$ cat src/common/loader_consts.svh
//==========================================================================
// Widths, counts and clock enable positions for the cartridge loader
// Included by the package and by any module that needs a constant
//==========================================================================
`ifndef LOADER_CONSTS_SVH
`define LOADER_CONSTS_SVH

// Address and bus widths
`define ROM_AW       22
`define DL_AW        25
`define DL_IW        7                 // Download index width

// Backup RAM and cartridge image
`define BK_SECTORS   64
`define HDR_BYTES    512
`define CODE_INDEX   {`DL_IW{1'b1}}    // Cheat download index

// Clock enable divider
`define CE_PERIOD    30
`define CE_VDP_STEP  5                 // VDP enable every 5 cycles
`define CE_PIX_STEP  10
`define CE_CPU_POS_A 9
`define CE_CPU_POS_B 24

`endif

$ cat src/common/loader_pkg.sv
//==========================================================================
// Shared types of the cartridge loader
// Imported by every loader module that uses a bus, record or state
//==========================================================================
`include "loader_consts.svh"

package loader_pkg;

	typedef logic [`ROM_AW-1:0]             rom_addr_t;
	typedef logic [`DL_AW-1:0]              dl_addr_t;
	typedef logic [7:0]                     byte_t;
	typedef logic [$clog2(`BK_SECTORS)-1:0] lba_t;

	// One host download beat
	typedef struct packed {
		logic             wr;      // One cycle per byte
		dl_addr_t         addr;
		byte_t            data;
		logic [`DL_IW-1:0] index;
		logic             active;  // High for the whole download
	} dl_bus_t;

	typedef struct packed {
		rom_addr_t addr;
		byte_t     data;
	} rom_wr_t;

	// Multi-byte fields are little endian in the download
	typedef struct packed {
		logic [31:0] flags;
		logic [31:0] address;
		logic [31:0] compare;
		logic [31:0] replace;
	} cheat_rec_t;

	typedef struct packed {
		lba_t lba;
		logic write;   // High for save, low for load
	} bk_cmd_t;

	typedef enum logic [1:0] {BK_IDLE, BK_REQ, BK_RELEASE} bk_state_e;

endpackage

$ cat src/design/media_ctrl.sv
`timescale 1ns/1ns
//==========================================================================
// Download classifier, backup RAM sector sequencer and console reset
// Sits between the host port and the loader datapaths
//==========================================================================
`include "loader_consts.svh"

module media_ctrl import loader_pkg::*; (
	input  logic    clk_sys,
	input  logic    rst_n,
	input  dl_bus_t dl,
	input  logic    bk_load,
	input  logic    bk_save,
	input  logic    img_mounted,
	input  logic    img_readonly,
	input  logic    img_size_nz,
	input  logic    nv_wr,
	input  logic    bk_ack,
	output logic    cart_dl,
	output logic    code_dl,
	output logic    cart_wr,
	output logic    dl_start,
	output logic    dl_end,
	output logic    bk_req,
	output bk_cmd_t bk_cmd,
	output logic    bk_pending,
	output logic    sys_rst_n
);

	logic      cart_q;
	logic      cart_rise;
	logic      bk_ena;
	logic      load_q;
	logic      save_q;
	logic      start_load;
	logic      bk_start;
	logic      bk_loading;
	logic      run;
	bk_state_e bk_state;

	//======================================================================
	// Download classification
	//======================================================================
	assign code_dl   = dl.active && (dl.index == `CODE_INDEX);
	assign cart_dl   = dl.active && (dl.index != `CODE_INDEX);
	assign cart_wr   = dl.wr && cart_dl;
	assign cart_rise = cart_dl && !cart_q;

	always_ff @(posedge clk_sys) begin
		if (!rst_n) begin
			cart_q   <= 1'b0;
			dl_start <= 1'b0;
			dl_end   <= 1'b0;
		end else begin
			cart_q   <= cart_dl;
			dl_start <= cart_rise;
			dl_end   <= cart_q && !cart_dl;   // Falling edge, one cycle late
		end
	end

	// Save file is mounted while the cartridge streams in
	always_ff @(posedge clk_sys) begin
		if (!rst_n) begin
			bk_ena <= 1'b0;
		end else begin
			if (cart_rise)
				bk_ena <= 1'b0;
			if (cart_dl && img_mounted && !img_readonly)
				bk_ena <= 1'b1;
		end
	end

	//======================================================================
	// Backup sector sequencer
	//======================================================================
	always_ff @(posedge clk_sys) begin
		if (!rst_n) begin
			load_q <= 1'b0;
			save_q <= 1'b0;
		end else begin
			load_q <= bk_load && bk_ena;
			save_q <= bk_save && bk_ena;
		end
	end

	// Manual load or automatic load after a cartridge
	assign start_load = (bk_load && bk_ena && !load_q) || (dl_end && img_size_nz && bk_ena);
	assign bk_start   = (bk_state == BK_IDLE) &&
	                    (start_load || (bk_save && bk_ena && !save_q));

	always_ff @(posedge clk_sys) begin
		if (!rst_n) begin
			bk_state   <= BK_IDLE;
			bk_cmd     <= '0;
			bk_loading <= 1'b0;
		end else begin
			case (bk_state)
				BK_IDLE: if (bk_start) begin
					bk_cmd.lba   <= '0;
					bk_cmd.write <= !start_load;   // Load wins a tie
					bk_loading   <= start_load;
					bk_state     <= BK_REQ;
				end
				BK_REQ: if (bk_ack)
					bk_state <= BK_RELEASE;
				BK_RELEASE: if (!bk_ack) begin
					if (bk_cmd.lba == lba_t'(`BK_SECTORS - 1)) begin
						bk_loading <= 1'b0;
						bk_state   <= BK_IDLE;
					end else begin
						bk_cmd.lba <= bk_cmd.lba + 1'b1;
						bk_state   <= BK_REQ;
					end
				end
				default: bk_state <= BK_IDLE;
			endcase
		end
	end

	assign bk_req = (bk_state == BK_REQ);

	// Unsaved backup writes
	always_ff @(posedge clk_sys) begin
		if (!rst_n)
			bk_pending <= 1'b0;
		else if (bk_start)
			bk_pending <= 1'b0;
		else if (nv_wr && bk_ena)
			bk_pending <= 1'b1;
	end

	// Console held off until one clean cycle after reset
	always_ff @(posedge clk_sys) begin
		if (!rst_n)
			run <= 1'b0;
		else
			run <= 1'b1;
	end

	assign sys_rst_n = run && !cart_dl && !bk_loading;

	a_cmd_stable: assert property (@(posedge clk_sys) disable iff (!rst_n)
		(bk_req && $past(bk_req)) |-> $stable(bk_cmd));

endmodule

$ cat src/design/rom_writer.sv
`timescale 1ns/1ns
//==========================================================================
// Cartridge byte writer with four-phase req/ack toward ROM memory
// Holds the host off with dl_wait until each write completes
//==========================================================================

module rom_writer import loader_pkg::*; (
	input  logic    clk_sys,
	input  logic    rst_n,
	input  logic    cart_wr,
	input  byte_t   data,
	input  logic    dl_start,
	input  logic    mem_ack,
	output logic    mem_req,
	output rom_wr_t mem_wr,
	output logic    dl_wait
);

	rom_addr_t wr_addr;
	logic      release_wait;   // Request dropped, waiting for ack low

	always_ff @(posedge clk_sys) begin
		if (!rst_n) begin
			mem_req      <= 1'b0;
			dl_wait      <= 1'b0;
			release_wait <= 1'b0;
			wr_addr      <= '0;
		end else begin
			if (cart_wr && !dl_wait) begin
				dl_wait <= 1'b1;
			end else if (dl_wait && !mem_req && !release_wait) begin
				mem_req <= 1'b1;               // Payload is already steady
			end else if (mem_req && mem_ack) begin
				mem_req      <= 1'b0;
				release_wait <= 1'b1;
			end else if (release_wait && !mem_ack) begin
				release_wait <= 1'b0;
				dl_wait      <= 1'b0;
				wr_addr      <= wr_addr + 1'b1;
			end
			if (dl_start)
				wr_addr <= '0;
		end
	end

	always_ff @(posedge clk_sys) begin
		if (cart_wr && !dl_wait) begin
			mem_wr.addr <= dl_start ? '0 : wr_addr;
			mem_wr.data <= data;
		end
	end

	a_req_hold: assert property (@(posedge clk_sys) disable iff (!rst_n)
		$fell(mem_req) |-> $past(mem_ack));

endmodule

$ cat src/design/rom_map.sv
`timescale 1ns/1ns
//==========================================================================
// Cartridge size masks and console ROM read address translation
// Masks are learned from the download addresses of each cartridge
//==========================================================================
`include "loader_consts.svh"

module rom_map import loader_pkg::*; (
	input  logic      clk_sys,
	input  logic      rst_n,
	input  logic      cart_wr,
	input  dl_addr_t  addr,
	input  logic      dl_end,
	input  rom_addr_t rom_rd_addr,
	output rom_addr_t mem_rd_addr
);

	rom_addr_t mask;
	rom_addr_t mask_hdr;   // Mask of the image behind a header
	dl_addr_t  size;
	logic      size_b9;
	logic      hdr;

	assign size = addr + 1'b1;   // Bytes loaded so far

	always_ff @(posedge clk_sys) begin
		if (!rst_n) begin
			mask     <= '0;
			mask_hdr <= '0;
			size_b9  <= 1'b0;
			hdr      <= 1'b0;
		end else begin
			if (cart_wr) begin
				mask    <= (addr == '0) ? '0 : (mask | rom_addr_t'(addr));
				size_b9 <= size[9];
				if (addr == dl_addr_t'(`HDR_BYTES))
					mask_hdr <= '0;
				else if (addr > dl_addr_t'(`HDR_BYTES))
					mask_hdr <= mask_hdr | rom_addr_t'(addr - `HDR_BYTES);
			end
			if (dl_end)
				hdr <= size_b9;   // Odd half-KB size means a header
		end
	end

	always_ff @(posedge clk_sys) begin
		if (hdr)
			mem_rd_addr <= rom_addr_t'(rom_rd_addr + `HDR_BYTES) & mask_hdr;
		else
			mem_rd_addr <= rom_rd_addr & mask;
	end

endmodule

$ cat src/design/cheat_loader.sv
`timescale 1ns/1ns
//==========================================================================
// Cheat record assembler
// Packs 16 download bytes into one record and strobes it out
//==========================================================================

module cheat_loader import loader_pkg::*; (
	input  logic       clk_sys,
	input  logic       rst_n,
	input  dl_bus_t    dl,
	input  logic       code_dl,
	output cheat_rec_t cheat,
	output logic       cheat_valid,
	output logic       cheat_clear
);

	logic       code_wr;
	logic [4:0] bsel;   // Bit offset of the byte within its field

	assign code_wr = dl.wr && code_dl;
	assign bsel    = {dl.addr[1:0], 3'b000};

	always_ff @(posedge clk_sys) begin
		if (code_wr) begin
			case (dl.addr[3:2])
				2'd0: cheat.flags[bsel +: 8]   <= dl.data;
				2'd1: cheat.address[bsel +: 8] <= dl.data;
				2'd2: cheat.compare[bsel +: 8] <= dl.data;
				default: cheat.replace[bsel +: 8] <= dl.data;
			endcase
		end
	end

	always_ff @(posedge clk_sys) begin
		if (!rst_n) begin
			cheat_valid <= 1'b0;
			cheat_clear <= 1'b0;
		end else begin
			cheat_valid <= code_wr && (dl.addr[3:0] == 4'hF);   // Last byte
			// First byte of any download drops old cheats
			cheat_clear <= dl.wr && dl.active && (dl.addr == '0);
		end
	end

endmodule

$ cat src/design/ce_gen.sv
`timescale 1ns/1ns
//==========================================================================
// Clock enable divider for the CPU, VDP and pixel pipelines
// One modulo counter, enables registered from its count
//==========================================================================
`include "loader_consts.svh"

module ce_gen (
	input  logic clk_sys,
	input  logic rst_n,
	output logic ce_cpu,
	output logic ce_vdp,
	output logic ce_pix
);

	localparam int CW = $clog2(`CE_PERIOD);

	logic [CW-1:0] cnt;

	always_ff @(posedge clk_sys) begin
		if (!rst_n) begin
			cnt    <= '0;
			ce_cpu <= 1'b0;
			ce_vdp <= 1'b0;
			ce_pix <= 1'b0;
		end else begin
			cnt <= (cnt == CW'(`CE_PERIOD - 1)) ? '0 : cnt + 1'b1;

			ce_vdp <= (cnt % `CE_VDP_STEP) == (`CE_VDP_STEP - 1);
			ce_pix <= (cnt % `CE_PIX_STEP) == (`CE_PIX_STEP - 1);
			// CPU phase sits off the pixel grid on the second half
			ce_cpu <= (cnt == CW'(`CE_CPU_POS_A)) || (cnt == CW'(`CE_CPU_POS_B));
		end
	end

	a_ce_align: assert property (@(posedge clk_sys) disable iff (!rst_n)
		(ce_pix || ce_cpu) |-> ce_vdp);

endmodule

$ cat src/design/cart_loader_top.sv
`timescale 1ns/1ns
//==========================================================================
// Media loading side of the console core
// Connects download control, ROM writer, address map, cheats and enables
//==========================================================================

module cart_loader_top import loader_pkg::*; (
	input  logic       clk_sys,
	input  logic       rst_n,
	input  dl_bus_t    dl,
	input  logic       bk_load,
	input  logic       bk_save,
	input  logic       img_mounted,
	input  logic       img_readonly,
	input  logic       img_size_nz,
	input  logic       nv_wr,
	input  logic       mem_ack,
	input  logic       bk_ack,
	input  rom_addr_t  rom_rd_addr,
	output logic       dl_wait,
	output logic       mem_req,
	output rom_wr_t    mem_wr,
	output rom_addr_t  mem_rd_addr,
	output cheat_rec_t cheat,
	output logic       cheat_valid,
	output logic       cheat_clear,
	output logic       bk_req,
	output bk_cmd_t    bk_cmd,
	output logic       bk_pending,
	output logic       sys_rst_n,
	output logic       ce_cpu,
	output logic       ce_vdp,
	output logic       ce_pix
);

	logic code_dl;
	logic cart_wr;
	logic dl_start;
	logic dl_end;

	media_ctrl u_ctrl (
		.clk_sys     (clk_sys),
		.rst_n       (rst_n),
		.dl          (dl),
		.bk_load     (bk_load),
		.bk_save     (bk_save),
		.img_mounted (img_mounted),
		.img_readonly(img_readonly),
		.img_size_nz (img_size_nz),
		.nv_wr       (nv_wr),
		.bk_ack      (bk_ack),
		.cart_dl     (),
		.code_dl     (code_dl),
		.cart_wr     (cart_wr),
		.dl_start    (dl_start),
		.dl_end      (dl_end),
		.bk_req      (bk_req),
		.bk_cmd      (bk_cmd),
		.bk_pending  (bk_pending),
		.sys_rst_n   (sys_rst_n)
	);

	rom_writer u_rom_writer (
		.clk_sys (clk_sys),
		.rst_n   (rst_n),
		.cart_wr (cart_wr),
		.data    (dl.data),
		.dl_start(dl_start),
		.mem_ack (mem_ack),
		.mem_req (mem_req),
		.mem_wr  (mem_wr),
		.dl_wait (dl_wait)
	);

	rom_map u_rom_map (
		.clk_sys    (clk_sys),
		.rst_n      (rst_n),
		.cart_wr    (cart_wr),
		.addr       (dl.addr),
		.dl_end     (dl_end),
		.rom_rd_addr(rom_rd_addr),
		.mem_rd_addr(mem_rd_addr)
	);

	cheat_loader u_cheat_loader (
		.clk_sys    (clk_sys),
		.rst_n      (rst_n),
		.dl         (dl),
		.code_dl    (code_dl),
		.cheat      (cheat),
		.cheat_valid(cheat_valid),
		.cheat_clear(cheat_clear)
	);

	ce_gen u_ce_gen (
		.clk_sys(clk_sys),
		.rst_n  (rst_n),
		.ce_cpu (ce_cpu),
		.ce_vdp (ce_vdp),
		.ce_pix (ce_pix)
	);

endmodule

$ cat config.mk
export PLATFORM = sky130hd
export DESIGN_NAME = cart_loader_top
export DESIGN_NICKNAME = d
export VERILOG_FILES = /design/src/common/loader_pkg.sv /design/src/design/media_ctrl.sv /design/src/design/rom_writer.sv /design/src/design/rom_map.sv /design/src/design/cheat_loader.sv /design/src/design/ce_gen.sv /design/src/design/cart_loader_top.sv
export VERILOG_INCLUDE_DIRS = /design/src /design/src/common
export SDC_FILE = /design/constraint.sdc
export NUM_CORES = 1
export LEC_CHECK = 0
export BUFFER_PORTS_ARGS = -buffer_cell sky130_fd_sc_hd__buf_2
export CAP_MARGIN = 20
export CORE_ASPECT_RATIO = 0.8
export CORE_UTILIZATION = 55
export CTS_BUF_LIST = sky130_fd_sc_hd__clkbuf_8
export CTS_CLUSTER_DIAMETER = 100
export CTS_CLUSTER_SIZE = 25
export DETAILED_ROUTE_END_ITERATION = 12
export PLACE_DENSITY = 0.81
export SLEW_MARGIN = 25
export SYNTH_ARGS = -nofsm -noshare
export SYNTH_HDL_FRONTEND = slang
export SYNTH_HIERARCHICAL = 1
export SYNTH_SLANG_ARGS = --single-unit
$ cat constraint.sdc
create_clock -name clk_sys -period 4.8 [get_ports clk_sys]
set_input_delay 0.96 -clock clk_sys [delete_from_list [all_inputs] [get_ports clk_sys]]
set_output_delay 0.96 -clock clk_sys [all_outputs]
set_load 0.01 [all_outputs]
== After elaboration in Yosys (flattened, before gate mapping) ==
Index checks and enable logic that the tools add are counted.

* Bits in registers: 279
* Input port bits: 74
* Word-level logic and storage cells: 172

* Add/subtract/negate cells: 7
* Div/mod/pow operators: 2
* Order comparisons: 1
* Eq/ne operators: 21
* Shift operators: 2
* Multiplexer cells: 31
* Bitwise logic cells: 9
* Reductions and logical operators: 66

{| class="wikitable"
|+ Operators with widths
! operator !! number
|-
| 32-bit bitwise mux || 4
|-
| 22-bit 2-to-1 mux || 4
|-
| 22-bit bitwise AND || 2
|-
| 22-bit OR || 2
|-
| 32-bit by 3-bit == test with 1-bit output (second input constant) || 1
|-
| 32-bit by 4-bit == test with 1-bit output (second input constant) || 1
|-
| 5-bit by 3-bit modulo with 32-bit output (second input constant) || 1
|-
| 5-bit by 4-bit modulo with 32-bit output (second input constant) || 1
|-
| 8-bit by 7-bit variable shift with 32-bit output (first input constant) || 1
|-
| 8-bit by 7-bit indexed part select with 32-bit output || 1
|-
| 1-bit logical AND || 26
|-
| 25-bit by 10-bit == test with 1-bit output (second input constant) || 1
|-
| 25-bit by 10-bit > comparator with 1-bit output (second input constant) || 1
|-
| 25-bit logical NOT || 1
|-
| 22-bit by 1-bit adder with 22-bit output (second input constant) || 1
|-
| 22-bit by 10-bit adder with 22-bit output (second input constant) || 1
|-
| 22-bit by 10-bit subtractor with 22-bit output (second input constant) || 1
|-
| 1-bit 2-to-1 mux || 14
|-
| 2-bit AND reduction || 7
|-
| 6-bit 2-to-1 mux || 2
|-
| 6-bit one-hot mux with 2 select lines || 1
|-
| 4-bit AND reduction || 3
|-
| 2-bit nonzero test || 6
|-
| 1-bit logical NOT || 11
|-
| 24 further kinds || 45
|}

== Logic depth before layout (Yosys ltp) ==
Gate-level depths: netlist of run 1.

* Depth after elaboration: 7
* Mapped depth: 18
* Depth with buffers taken out: 15

== Cells and area by module ==
Netlist of run 1, hierarchy kept.

{| class="wikitable"
|+ By module, submodules not included
! module !! instances !! cells an instance !! area each (um^2) !! sequential area each (um^2)
|-
| cheat_loader || 1 || 210 || 4418.0 || 3883.7
|-
| rom_map || 1 || 335 || 2882.8 || 1361.3
|-
| rom_writer || 1 || 200 || 2279.7 || 1401.3
|-
| ce_gen || 1 || 155 || 1216.2 || 160.2
|-
| media_ctrl || 1 || 90 || 844.6 || 360.3
|}

== Least setup slack after synthesis of run 1 ==
Ideal clock, no wire load.

* Path kind: register to register
* From: register u_ce_gen.cnt[3]
* To: register u_ce_gen.ce_vdp
* Library setup time: 103 ps
* Data arrival time: 3373 ps
* Data required time: 4697 ps
* Path slack: 1323 ps
* Cell stages (with the launch flop): 19
* Clock period less this slack: 3477 ps
* Path through: dfxtp_1 -> buf_6 -> inv_4 -> ha_1 -> buf_6 -> o21ai_2 -> xnor2_1 -> ha_1 -> inv_1 -> a211o_1 -> and4_1 -> buf_6 -> xnor2_1 -> ha_1 -> nand2_1 -> a31oi_1 -> a31o_2 -> a211o_1 -> a2111oi_2

* Longest elaborated chain between the ends: 2

{| class="wikitable"
|+ RTL lines
! element !! RTL line !! source
|-
| from (decl) || ce_gen.sv:18 || <nowiki>logic [CW-1:0] cnt;</nowiki>
|-
| from (signal assigned) || ce_gen.sv:27 || <nowiki>cnt <= (cnt == CW'(`CE_PERIOD - 1)) ? '0 : cnt + 1'b1;</nowiki>
|-
| 5-bit by 3-bit modulo with 32-bit output (no line) || n/a ||
|-
| 32-bit by 3-bit == test with 1-bit output || ce_gen.sv:29 || <nowiki>ce_vdp <= (cnt % `CE_VDP_STEP) == (`CE_VDP_STEP - 1);</nowiki>
|-
| to (signal assigned) || ce_gen.sv:29 ||
|-
| to (decl) || ce_gen.sv:12 || <nowiki>output logic ce_vdp,</nowiki>
|}

Every way passes these cells.
A chain may end at the register's enable or synchronous reset.

== Worst setup path in the final report of run 1 ==
* From: register u_ce_gen.cnt[2]
* To: register u_ce_gen.ce_vdp

Same word-level chain as after synthesis.

==> results of run 1 <==
routing by layer:
metal | global-route usage | up-vias
li1 | - | 4125
met1 | 0.357 | 4126
met2 | 0.407 | 371
met3 | 0.0440 | 41
met4 | 0.0642 | 4
met5 | 0 | -
sequential cells by signal, indices dropped and copies added, names as in the netlist, 2 cells and up:
signal and flops:
u_ctrl/bk_state 2, u_rom_map/mask_hdr 22, u_rom_writer/mem_wr 30, u_ce_gen/cnt 5, u_rom_map/mem_rd_addr 22, u_rom_map/mask 22
u_ctrl/bk_cmd 7, u_cheat_loader/cheat 128, u_rom_writer/wr_addr 22
synth_stat cells, types with 4 or more instances:
| library cell | n | area (µm²) |
|---|---|---|
| and3_1 | 12 | 75.1 |
| a211o_1 | 4 | 35.0 |
| xor2_1 | 6 | 52.6 |
| a31oi_1 | 7 | 43.8 |
| a311oi_1 | 4 | 35.0 |
| nand3_1 | 33 | 165 |
| and2_1 | 54 | 338 |
| nor3b_1 | 5 | 37.5 |
| o21a_1 | 5 | 37.5 |
| nand4_1 | 18 | 113 |
| a21boi_0 | 4 | 30.0 |
| buf_6 | 9 | 101 |
| o21ai_0 | 27 | 135 |
| edfxtp_1 | 158 | 4740 |
| a21o_1 | 4 | 30.0 |
| ha_1 | 25 | 313 |
| nand2b_1 | 9 | 56.3 |
| nor2b_1 | 35 | 219 |
| buf_2 | 5 | 25.0 |
| or4_1 | 9 | 67.6 |
| xnor2_1 | 23 | 201 |
| nand2_1 | 59 | 221 |
| nor4b_1 | 4 | 35.0 |
| mux2i_1 | 15 | 150 |
| o22ai_1 | 7 | 43.8 |
| inv_1 | 30 | 113 |
| nor3_1 | 17 | 85.1 |
| o31ai_1 | 14 | 105 |
| dfxtp_1 | 121 | 2420 |
| nor4_1 | 22 | 138 |
| nor2_1 | 81 | 304 |
| clkbuf_1 | 20 | 75.1 |
| or3_1 | 10 | 62.6 |
| and4_1 | 5 | 43.8 |
| a21oi_1 | 57 | 285 |
cell families (layout without fill, tap and decap cells):
| logic type | count (synthesis) | in the layout | share of synthesized area |
|---|---|---|---|
| and+or+nand+nor | 395 | 395 | 0.188 |
| DFF | 279 | 279 | 0.616 |
| AOI/OAI and AO/OA | 171 | 171 | 0.100 |
| buffers and inverters | 72 | 336 | 0.0307 |
| xor gates and xnor gates | 30 | 30 | 0.0232 |
| adders and majority gates | 25 | 25 | 0.0269 |
| muxes | 18 | 18 | 0.0158 |
| other | 0 | 2 | 0 |
power by group:
part	internal, mW	switching (mW)
Sequential	2.56	0.0321
Combinational	0.110	0.189
Clock	0.309	0.707
Total	2.98	0.928
through the flow:
stage	hold slack (ns)	std cells	utilization
3_5_place_dp	0.443	1499	0.636
4_1_cts	0.466	1523	0.649
6_report	0.464	1525	0.649
2_1_floorplan	0.411	990	-
3_3_place_gp	0.430	1499	0.636
5_1_grt	0.479	1524	0.649
path summary, 6_finish.rpt:
path,endpoint,start
worst max-delay path,u_ce_gen/ce_vdp$_SDFF_PN0_,u_ce_gen/cnt[2]$_SDFF_PP0_
worst min register to register,u_ctrl/dl_start$_SDFF_PN0_,u_ctrl/cart_q$_SDFF_PN0_
worst max register to register,u_ce_gen/ce_vdp$_SDFF_PN0_,u_ce_gen/cnt[2]$_SDFF_PP0_
worst min-delay path,u_ctrl/dl_start$_SDFF_PN0_,u_ctrl/cart_q$_SDFF_PN0_
critical path, cell delays in order, from the launching register on:
cell and delay [ns]:
dfxtp_1 0.71, ha_1 0.42, o21ai_2 0.15, xnor2_1 0.33
ha_1 0.21, inv_1 0.05, a211o_1 0.35, and4_1 0.31
xnor2_1 0.27, ha_1 0.27, and3_1 0.17, nand3_1 0.08
a211o_1 0.30, a2111oi_2 0.26
area by class of cell:
cell class	count	area (µm²)	share of cell area
Antenna cell	2	5.00	0.000372
Clock buffer	15	206	0.0154
Clock inverter	9	60.1	0.00447
Inverter	34	130	0.00968
Multi-Input combinational cell	639	4120	0.307
Sequential cell	279	7170	0.533
Tap cell	269	337	0.0250
Timing Repair Buffer	278	1410	0.105
==> qor.yml, run 1 <==
power_and_ir_drop:
  p_total_mw: 3.90
  powerDensity_nw_per_um2: 291
  vdd_drop_max_uv: 284
  p_leak_nw: 4.77
logic_synthesis:
  synth-edff-count: 158
  async_flop_share: 0
  synthFlopType: "edfxtp_1"
  ys_seq_area_frac: 0.616
  synth_cells: 990
  synth_cell_types: 87
  synth_nets: 1089
  syn_area_per_cell_um2: 11.8
  ys_seq_elements: 279
  netlist_area_um2: 11600
  synth_warnings: 6
timing:
  fin_setup_tns_ns: 0
  worst_slack_ns: 0.788
  fmax_ghz: 0.249
  drv_slew: 0
  finalCriticalPeriod_ns: 4.01
  setup_viol: 0
  grt_setup_unrepaired: "false"
  period_share: 0.836
  skew_ns: 0.0439
  tightest_slew_ns: 0.870
  relSlewSlack: 0.419
  hold_viol: 0
detailed_routing:
  vias_per_cell: 5.68
  drt_iter0_drc: 757
  wl_per_cell_um: 18.6
  vias: 8667
  post-route-drc-count: 0
  drtPass1Iterations: 5
  met1Wirelength_um: 12100
  met2WireLength_um: 13400
  wl_um: 28300
  top_layer: "met5"
  route.met3.wl_um: 2140
  drtAntennaViolNets: 0
min_path:
  hold_depth: 1
  min_path_type: "reg2reg"
global_route:
  grt_pass1_wl_um: 43100
  grt_pass1_vias: 7955
  antenna_found_initial: 4
  grtUsageTotal: 0.253
  grt.overflow.total: 0
  grt_start_max_net_pins: 39
worst_setup_path:
  r2r_cells: 13
  critPathCaptureType: "flip-flop"
  worstPathArrival_ns: 4.44
  reg2reg_slack_ns: 0.79
  criticalPathCategory: "reg2reg"
  crit_path_start_kind: "flip-flop"
  critPathMaxFanout: 17
  required_ns: 5.23
clock_tree:
  cts_buffers: 15
  cts-hold-fix-buffers: 0
  htreeDepth: 1
  clock_path_buffers: 3
  path_clk_slew_ns: 0.16
  cts_setup_buffers: 0
  cts_root_buf: "clkbuf_8"
  cts_resized: 0
  worstSkewPairLatency_ns: 0.53
  tritoncts: "done"
  clock_sink_count: 279
cells_and_area:
  final_cell_mix: "buf_2, edfxtp_1, dfxtp_1"
  drive_above_1_share: 0.268
  n_fill_cell: 1604
  nets: 1346
  post-route-cell-area_um2: 13400
  area_growth_pct: 15.4
  final_common_cell: "buf_2"
die:
  initial_core_util: 0.562
  rows: 47
  die_w_um: 165
  die_h_um: 132
  coreArea_um2: 20700
  die_area_um2: 21800
  io_pins: 271
place:
  port_buffers: 270
  pre_cts_ws_ns: 0.853
  dpl_cell_area_um2: 13200
  place.gp.congestion: 0.869
  place_hpwl_um: 21000
status:
  status: "complete, no violations"
flow_run:
  drv_cap: 0
(Power assumes the default switching activity.)
==> inputs of run 2 (changes only) <==
ABC_AREA = 1   (was not set)
CORE_UTILIZATION = 51   (was 55)
PLACE_DENSITY = 0.79   (was 0.81)
clock period = 3.6 ns   (was 4.8 ns; I/O delays follow)
==> run 2 against run 1 <==
Global-route usage decreased by 2.0 points. Largest power group unchanged. Final cell count grew 21%. Clock-buffer cell count stayed put. Routed wire length rose by 4.0%. Critical path depth grew 9. Largest cell class unchanged. Critical path type unchanged. Fmax increased by 23%. Sequential cell count unchanged. Utilization shrank 4.5 points. Critical endpoint unchanged. Register-to-register slack lost 0.45 ns. Combinational power increased by 66%. Die area rose by 13%.
==> qor.yml, run 2 <==
worst_setup_path:
  worstPathArrival_ns: 3.76  # -0.68 ns
  cp_slowest_cell: "dfxtp_2"
  r2r_cells: 22  # +9
  required_ns: 4.09  # -1.14 ns
  criticalPathCategory: "reg2reg"
  reg2reg_slack_ns: 0.33  # -0.45 ns
  critPathMaxFanout: 7  # -10
  crit_path_start_kind: "flip-flop"
  reg2reg_to: "u_ce_gen/ce_vdp$_SDFF_PN0_"
  r2r_start: "u_ce_gen/cnt[3]$_SDFF_PP0_"
  path_cells: "inv_2, ha_1, nand2_2, nand2_4, nand2_2, nand2_4, ha_1, nand3_2, nand2_1, inv_2, nand3_4, nor2_4, nand2_1, and2_1, ha_1, inv_1, a21oi_1, nand2_1, nand2_1, o21ai_0, nand3_1, nor2_2"
  critPathMaxStageDelay_ns: 0.46  # -0.25 ns
  timing.critical_path.mode_cell: "nand2_1"
  critPathCaptureType: "flip-flop"
cells_and_area:
  drive_above_1_share: 0.285  # +0.0171
  area_growth_pct: 16.1
  final_common_cell: "buf_2"
  diodes: 0  # -2
  post-route-cell-area_um2: 14100  # +5.1%
  nets: 1630  # +21%
  largest_register_ffs: 128  # unchanged
  n_fill_cell: 2027  # +26%
  finalNonFillerCells: 1852  # +21%
  final_cell_mix: "buf_2, nand2_1, nor2_1"
clock_tree:
  path_clk_slew_ns: 0.16  # about the same
  worstSkewPairLatency_ns: 0.53  # about the same
  clock_sink_count: 279  # unchanged
  clock_path_buffers: 3  # unchanged
  cts_buffers: 15  # unchanged
  htreeDepth: 1  # unchanged
  cts_root_buf: "clkbuf_8"
  cts_setup_buffers: 0  # unchanged
  tritoncts: "done"
min_path:
  hold_depth: 3  # +2
  hp-start: "bk_load"
  hold_end: "u_ctrl/load_q$_SDFF_PN0_"
  min_path_type: "in2reg"
logic_synthesis:
  async_flop_share: 0  # unchanged
  netlist_area_um2: 12200  # +4.5%
  synth_nets: 1353  # +24%
  ys_seq_elements: 279  # unchanged
  ys_top_cells_by_count: "nand2_1, nor2_1, edfxtp_1"
  ys_seq_area_frac: 0.589  # -0.0267
  synth_warnings: 6  # unchanged
  yosysTopAreaCell: "edfxtp_1"
  synthFlopType: "edfxtp_1"
  synth_area_leaders: "edfxtp_1, dfxtp_1, nand2_1, nor2_1, inv_1"
  synth-edff-count: 158  # unchanged
  synth_most_common_cell: "nand2_1"
  syn_area_per_cell_um2: 9.70  # -18%
  synth_cells: 1255  # +27%
  yosys.area.top_type_share: 0.390  # -0.0176
  synth_cell_types: 50  # -43%
timing:
  hold_viol: 0  # unchanged
  relSlewSlack: 0.443  # +0.0238
  period_share: 0.907  # +0.0713
  drv_slew: 0  # unchanged
  worst_slack_ns: 0.334  # -0.454 ns
  setup_viol: 0  # unchanged
  tightest_slew_ns: 0.832  # -0.0375 ns
  grt_setup_unrepaired: "false"
  fin_setup_tns_ns: 0  # unchanged
  skew_ns: 0.0290  # -0.0149 ns
  finalCriticalPeriod_ns: 3.27  # -0.746 ns
  fmax_ghz: 0.306  # +23%
power_and_ir_drop:
  powerDensity_nw_per_um2: 376  # +30%
  p_leak_nw: 5.52  # +16%
  p_total_mw: 5.31  # +36%
  switching_share: 0.247  # +0.00967
  clkPwrFrac: 0.256  # -0.004
  power.internal_mw: 4.00  # +34%
  vdd_drop_max_uv: 351  # +24%
  p_seq_frac: 0.651  # -0.012
  p_sw_mw: 1.31  # +42%
  share_comb_of_total_power: 0.093  # +0.017
detailed_routing:
  drtPass1Iterations: 5  # unchanged
  drtAntennaViolNets: 0  # unchanged
  post-route-drc-count: 0  # unchanged
  wl_um: 29400  # +4.0%
  vias: 9435  # +8.9%
  vias_per_cell: 5.09  # -10%
  wl_per_cell_um: 15.9  # -14%
  drt_iter0_drc: 724  # -4.4%
flow_run:
  drv_cap: 0  # unchanged
place:
  pre_cts_ws_ns: 0.312  # -0.541 ns
  place_hpwl_um: 22700  # +8.1%
  dpl_cell_area_um2: 13800  # +5.2%
  dp_cells: 1827  # +22%
  port_buffers: 270  # unchanged
  place.gp.congestion: 0.903  # +3.8%
global_route:
  grtUsageTotal: 0.233  # -0.0204
  grt.overflow.total: 0  # unchanged
  grt_pass1_wl_um: 45300  # +4.9%
  grt_pass1_vias: 8617  # +8.3%
  antenna_found_initial: 0  # -4
  grt_start_max_net_pins: 31  # -21%
status:
  status: "complete, no violations"
die:
  rows: 50  # +6.4%
  coreArea_um2: 23400  # +13%
  die_w_um: 175  # +6.1%
  initial_core_util: 0.520  # -0.0423
  die_h_um: 140  # +6.1%
  io_pins: 271  # unchanged
  die_area_um2: 24500  # +13%
[run 2: cell count changes after synthesis, sizes merged, moves of 34 or more]
cell and change:
inv +118, nor2 +146, nand2 +195, a21oi +34
and2 -52, nand3 +43, nor2b -35
[run 2: per-layer routing]
layer / vias to the layer above / routed length, µm / global-route usage
met3: 35 / 1860 / 0.0293
met2: 351 / 13900 / 0.396
li1: 4659 / - / -
met1: 4390 / 13100 / 0.318
met5: - / 0 / 0
met4: 0 / 614 / 0.0549
[run 2: cell families (layout without fill, tap and decap cells)]
logic type	count (synthesis)	in the layout	share of synthesized area
and+or+nand+nor	620	620	0.247
adders and majority gates	24	24	0.0247
xor gates and xnor gates	11	11	0.00792
DFF	279	279	0.589
AOI/OAI and AO/OA	142	142	0.0678
buffers and inverters	179	464	0.0638
[run 2: what timing repair did]
item / in CTS / in global routing
hold endpoints to repair: 0 / 0
endpoints found under the setup margin: 0 / 1
gates resized for setup: 0 / 2
hold buffers: 0 / 0
[run 2: critical path, delay by kind of cell, from the launching register on]
kind | cells | cell delay (ns)
buffers and inverters | 3 | 0.30
AO/OA/AOI/OAI | 2 | 0.31
AND/OR/NAND/NOR | 14 | 1.55
flip-flops | 1 | 0.46
adder cells (fa/ha/maj) | 3 | 0.61
[run 2: layout make-up]
cell class	instances	area (µm²)	area share
clock inverters	10	67.6	0.00478
repair buffers	286	1480	0.105
flip-flops and latches	279	7170	0.508
multi-input cells	797	4230	0.299
clock buffers	15	206	0.0146
well taps	312	390	0.0276
inverters	153	581	0.0411
[run 2: how the worst max path moves through the flow]
stage	start	end	slack, ns	depth (start not counted)
finish	u_ce_gen/cnt[3]$_SDFF_PP0_	u_ce_gen/ce_vdp$_SDFF_PN0_	0.33	22
global route	u_ce_gen/cnt[3]$_SDFF_PP0_	u_ce_gen/ce_vdp$_SDFF_PN0_	0.02	22
CTS	u_ce_gen/cnt[3]$_SDFF_PP0_	u_ce_gen/ce_vdp$_SDFF_PN0_	0.26	22
detailed placement	u_ce_gen/cnt[3]$_SDFF_PP0_	u_ce_gen/ce_vdp$_SDFF_PN0_	0.31	22
global placement	u_ce_gen/cnt[3]$_SDFF_PP0_	u_ce_gen/ce_vdp$_SDFF_PN0_	0.49	24
floorplan	u_ce_gen/cnt[3]$_SDFF_PP0_	u_ce_gen/ce_vdp$_SDFF_PN0_	0.68	24
[run 2: metrics by stage]
| step | utilization | hold slack [ns] |
|---|---|---|
| after global routing | 0.604 | 0.365 |
| after CTS | 0.604 | 0.355 |
| after detailed placement | 0.592 | 0.438 |
| final | 0.604 | 0.392 |
| after global placement | 0.592 | 0.433 |
| after floorplan | - | 0.419 |
[run 2: power by group through the flow]
stage	clock, mW	combinational [mW]	sequential, mW
3_3_place_gp	0	0.483	3.53
6_report	1.36	0.497	3.46
3_5_place_dp	0	0.495	3.53
4_1_cts	1.41	0.497	3.46
2_1_floorplan	0	0.309	3.53
5_1_grt	1.51	0.552	3.47
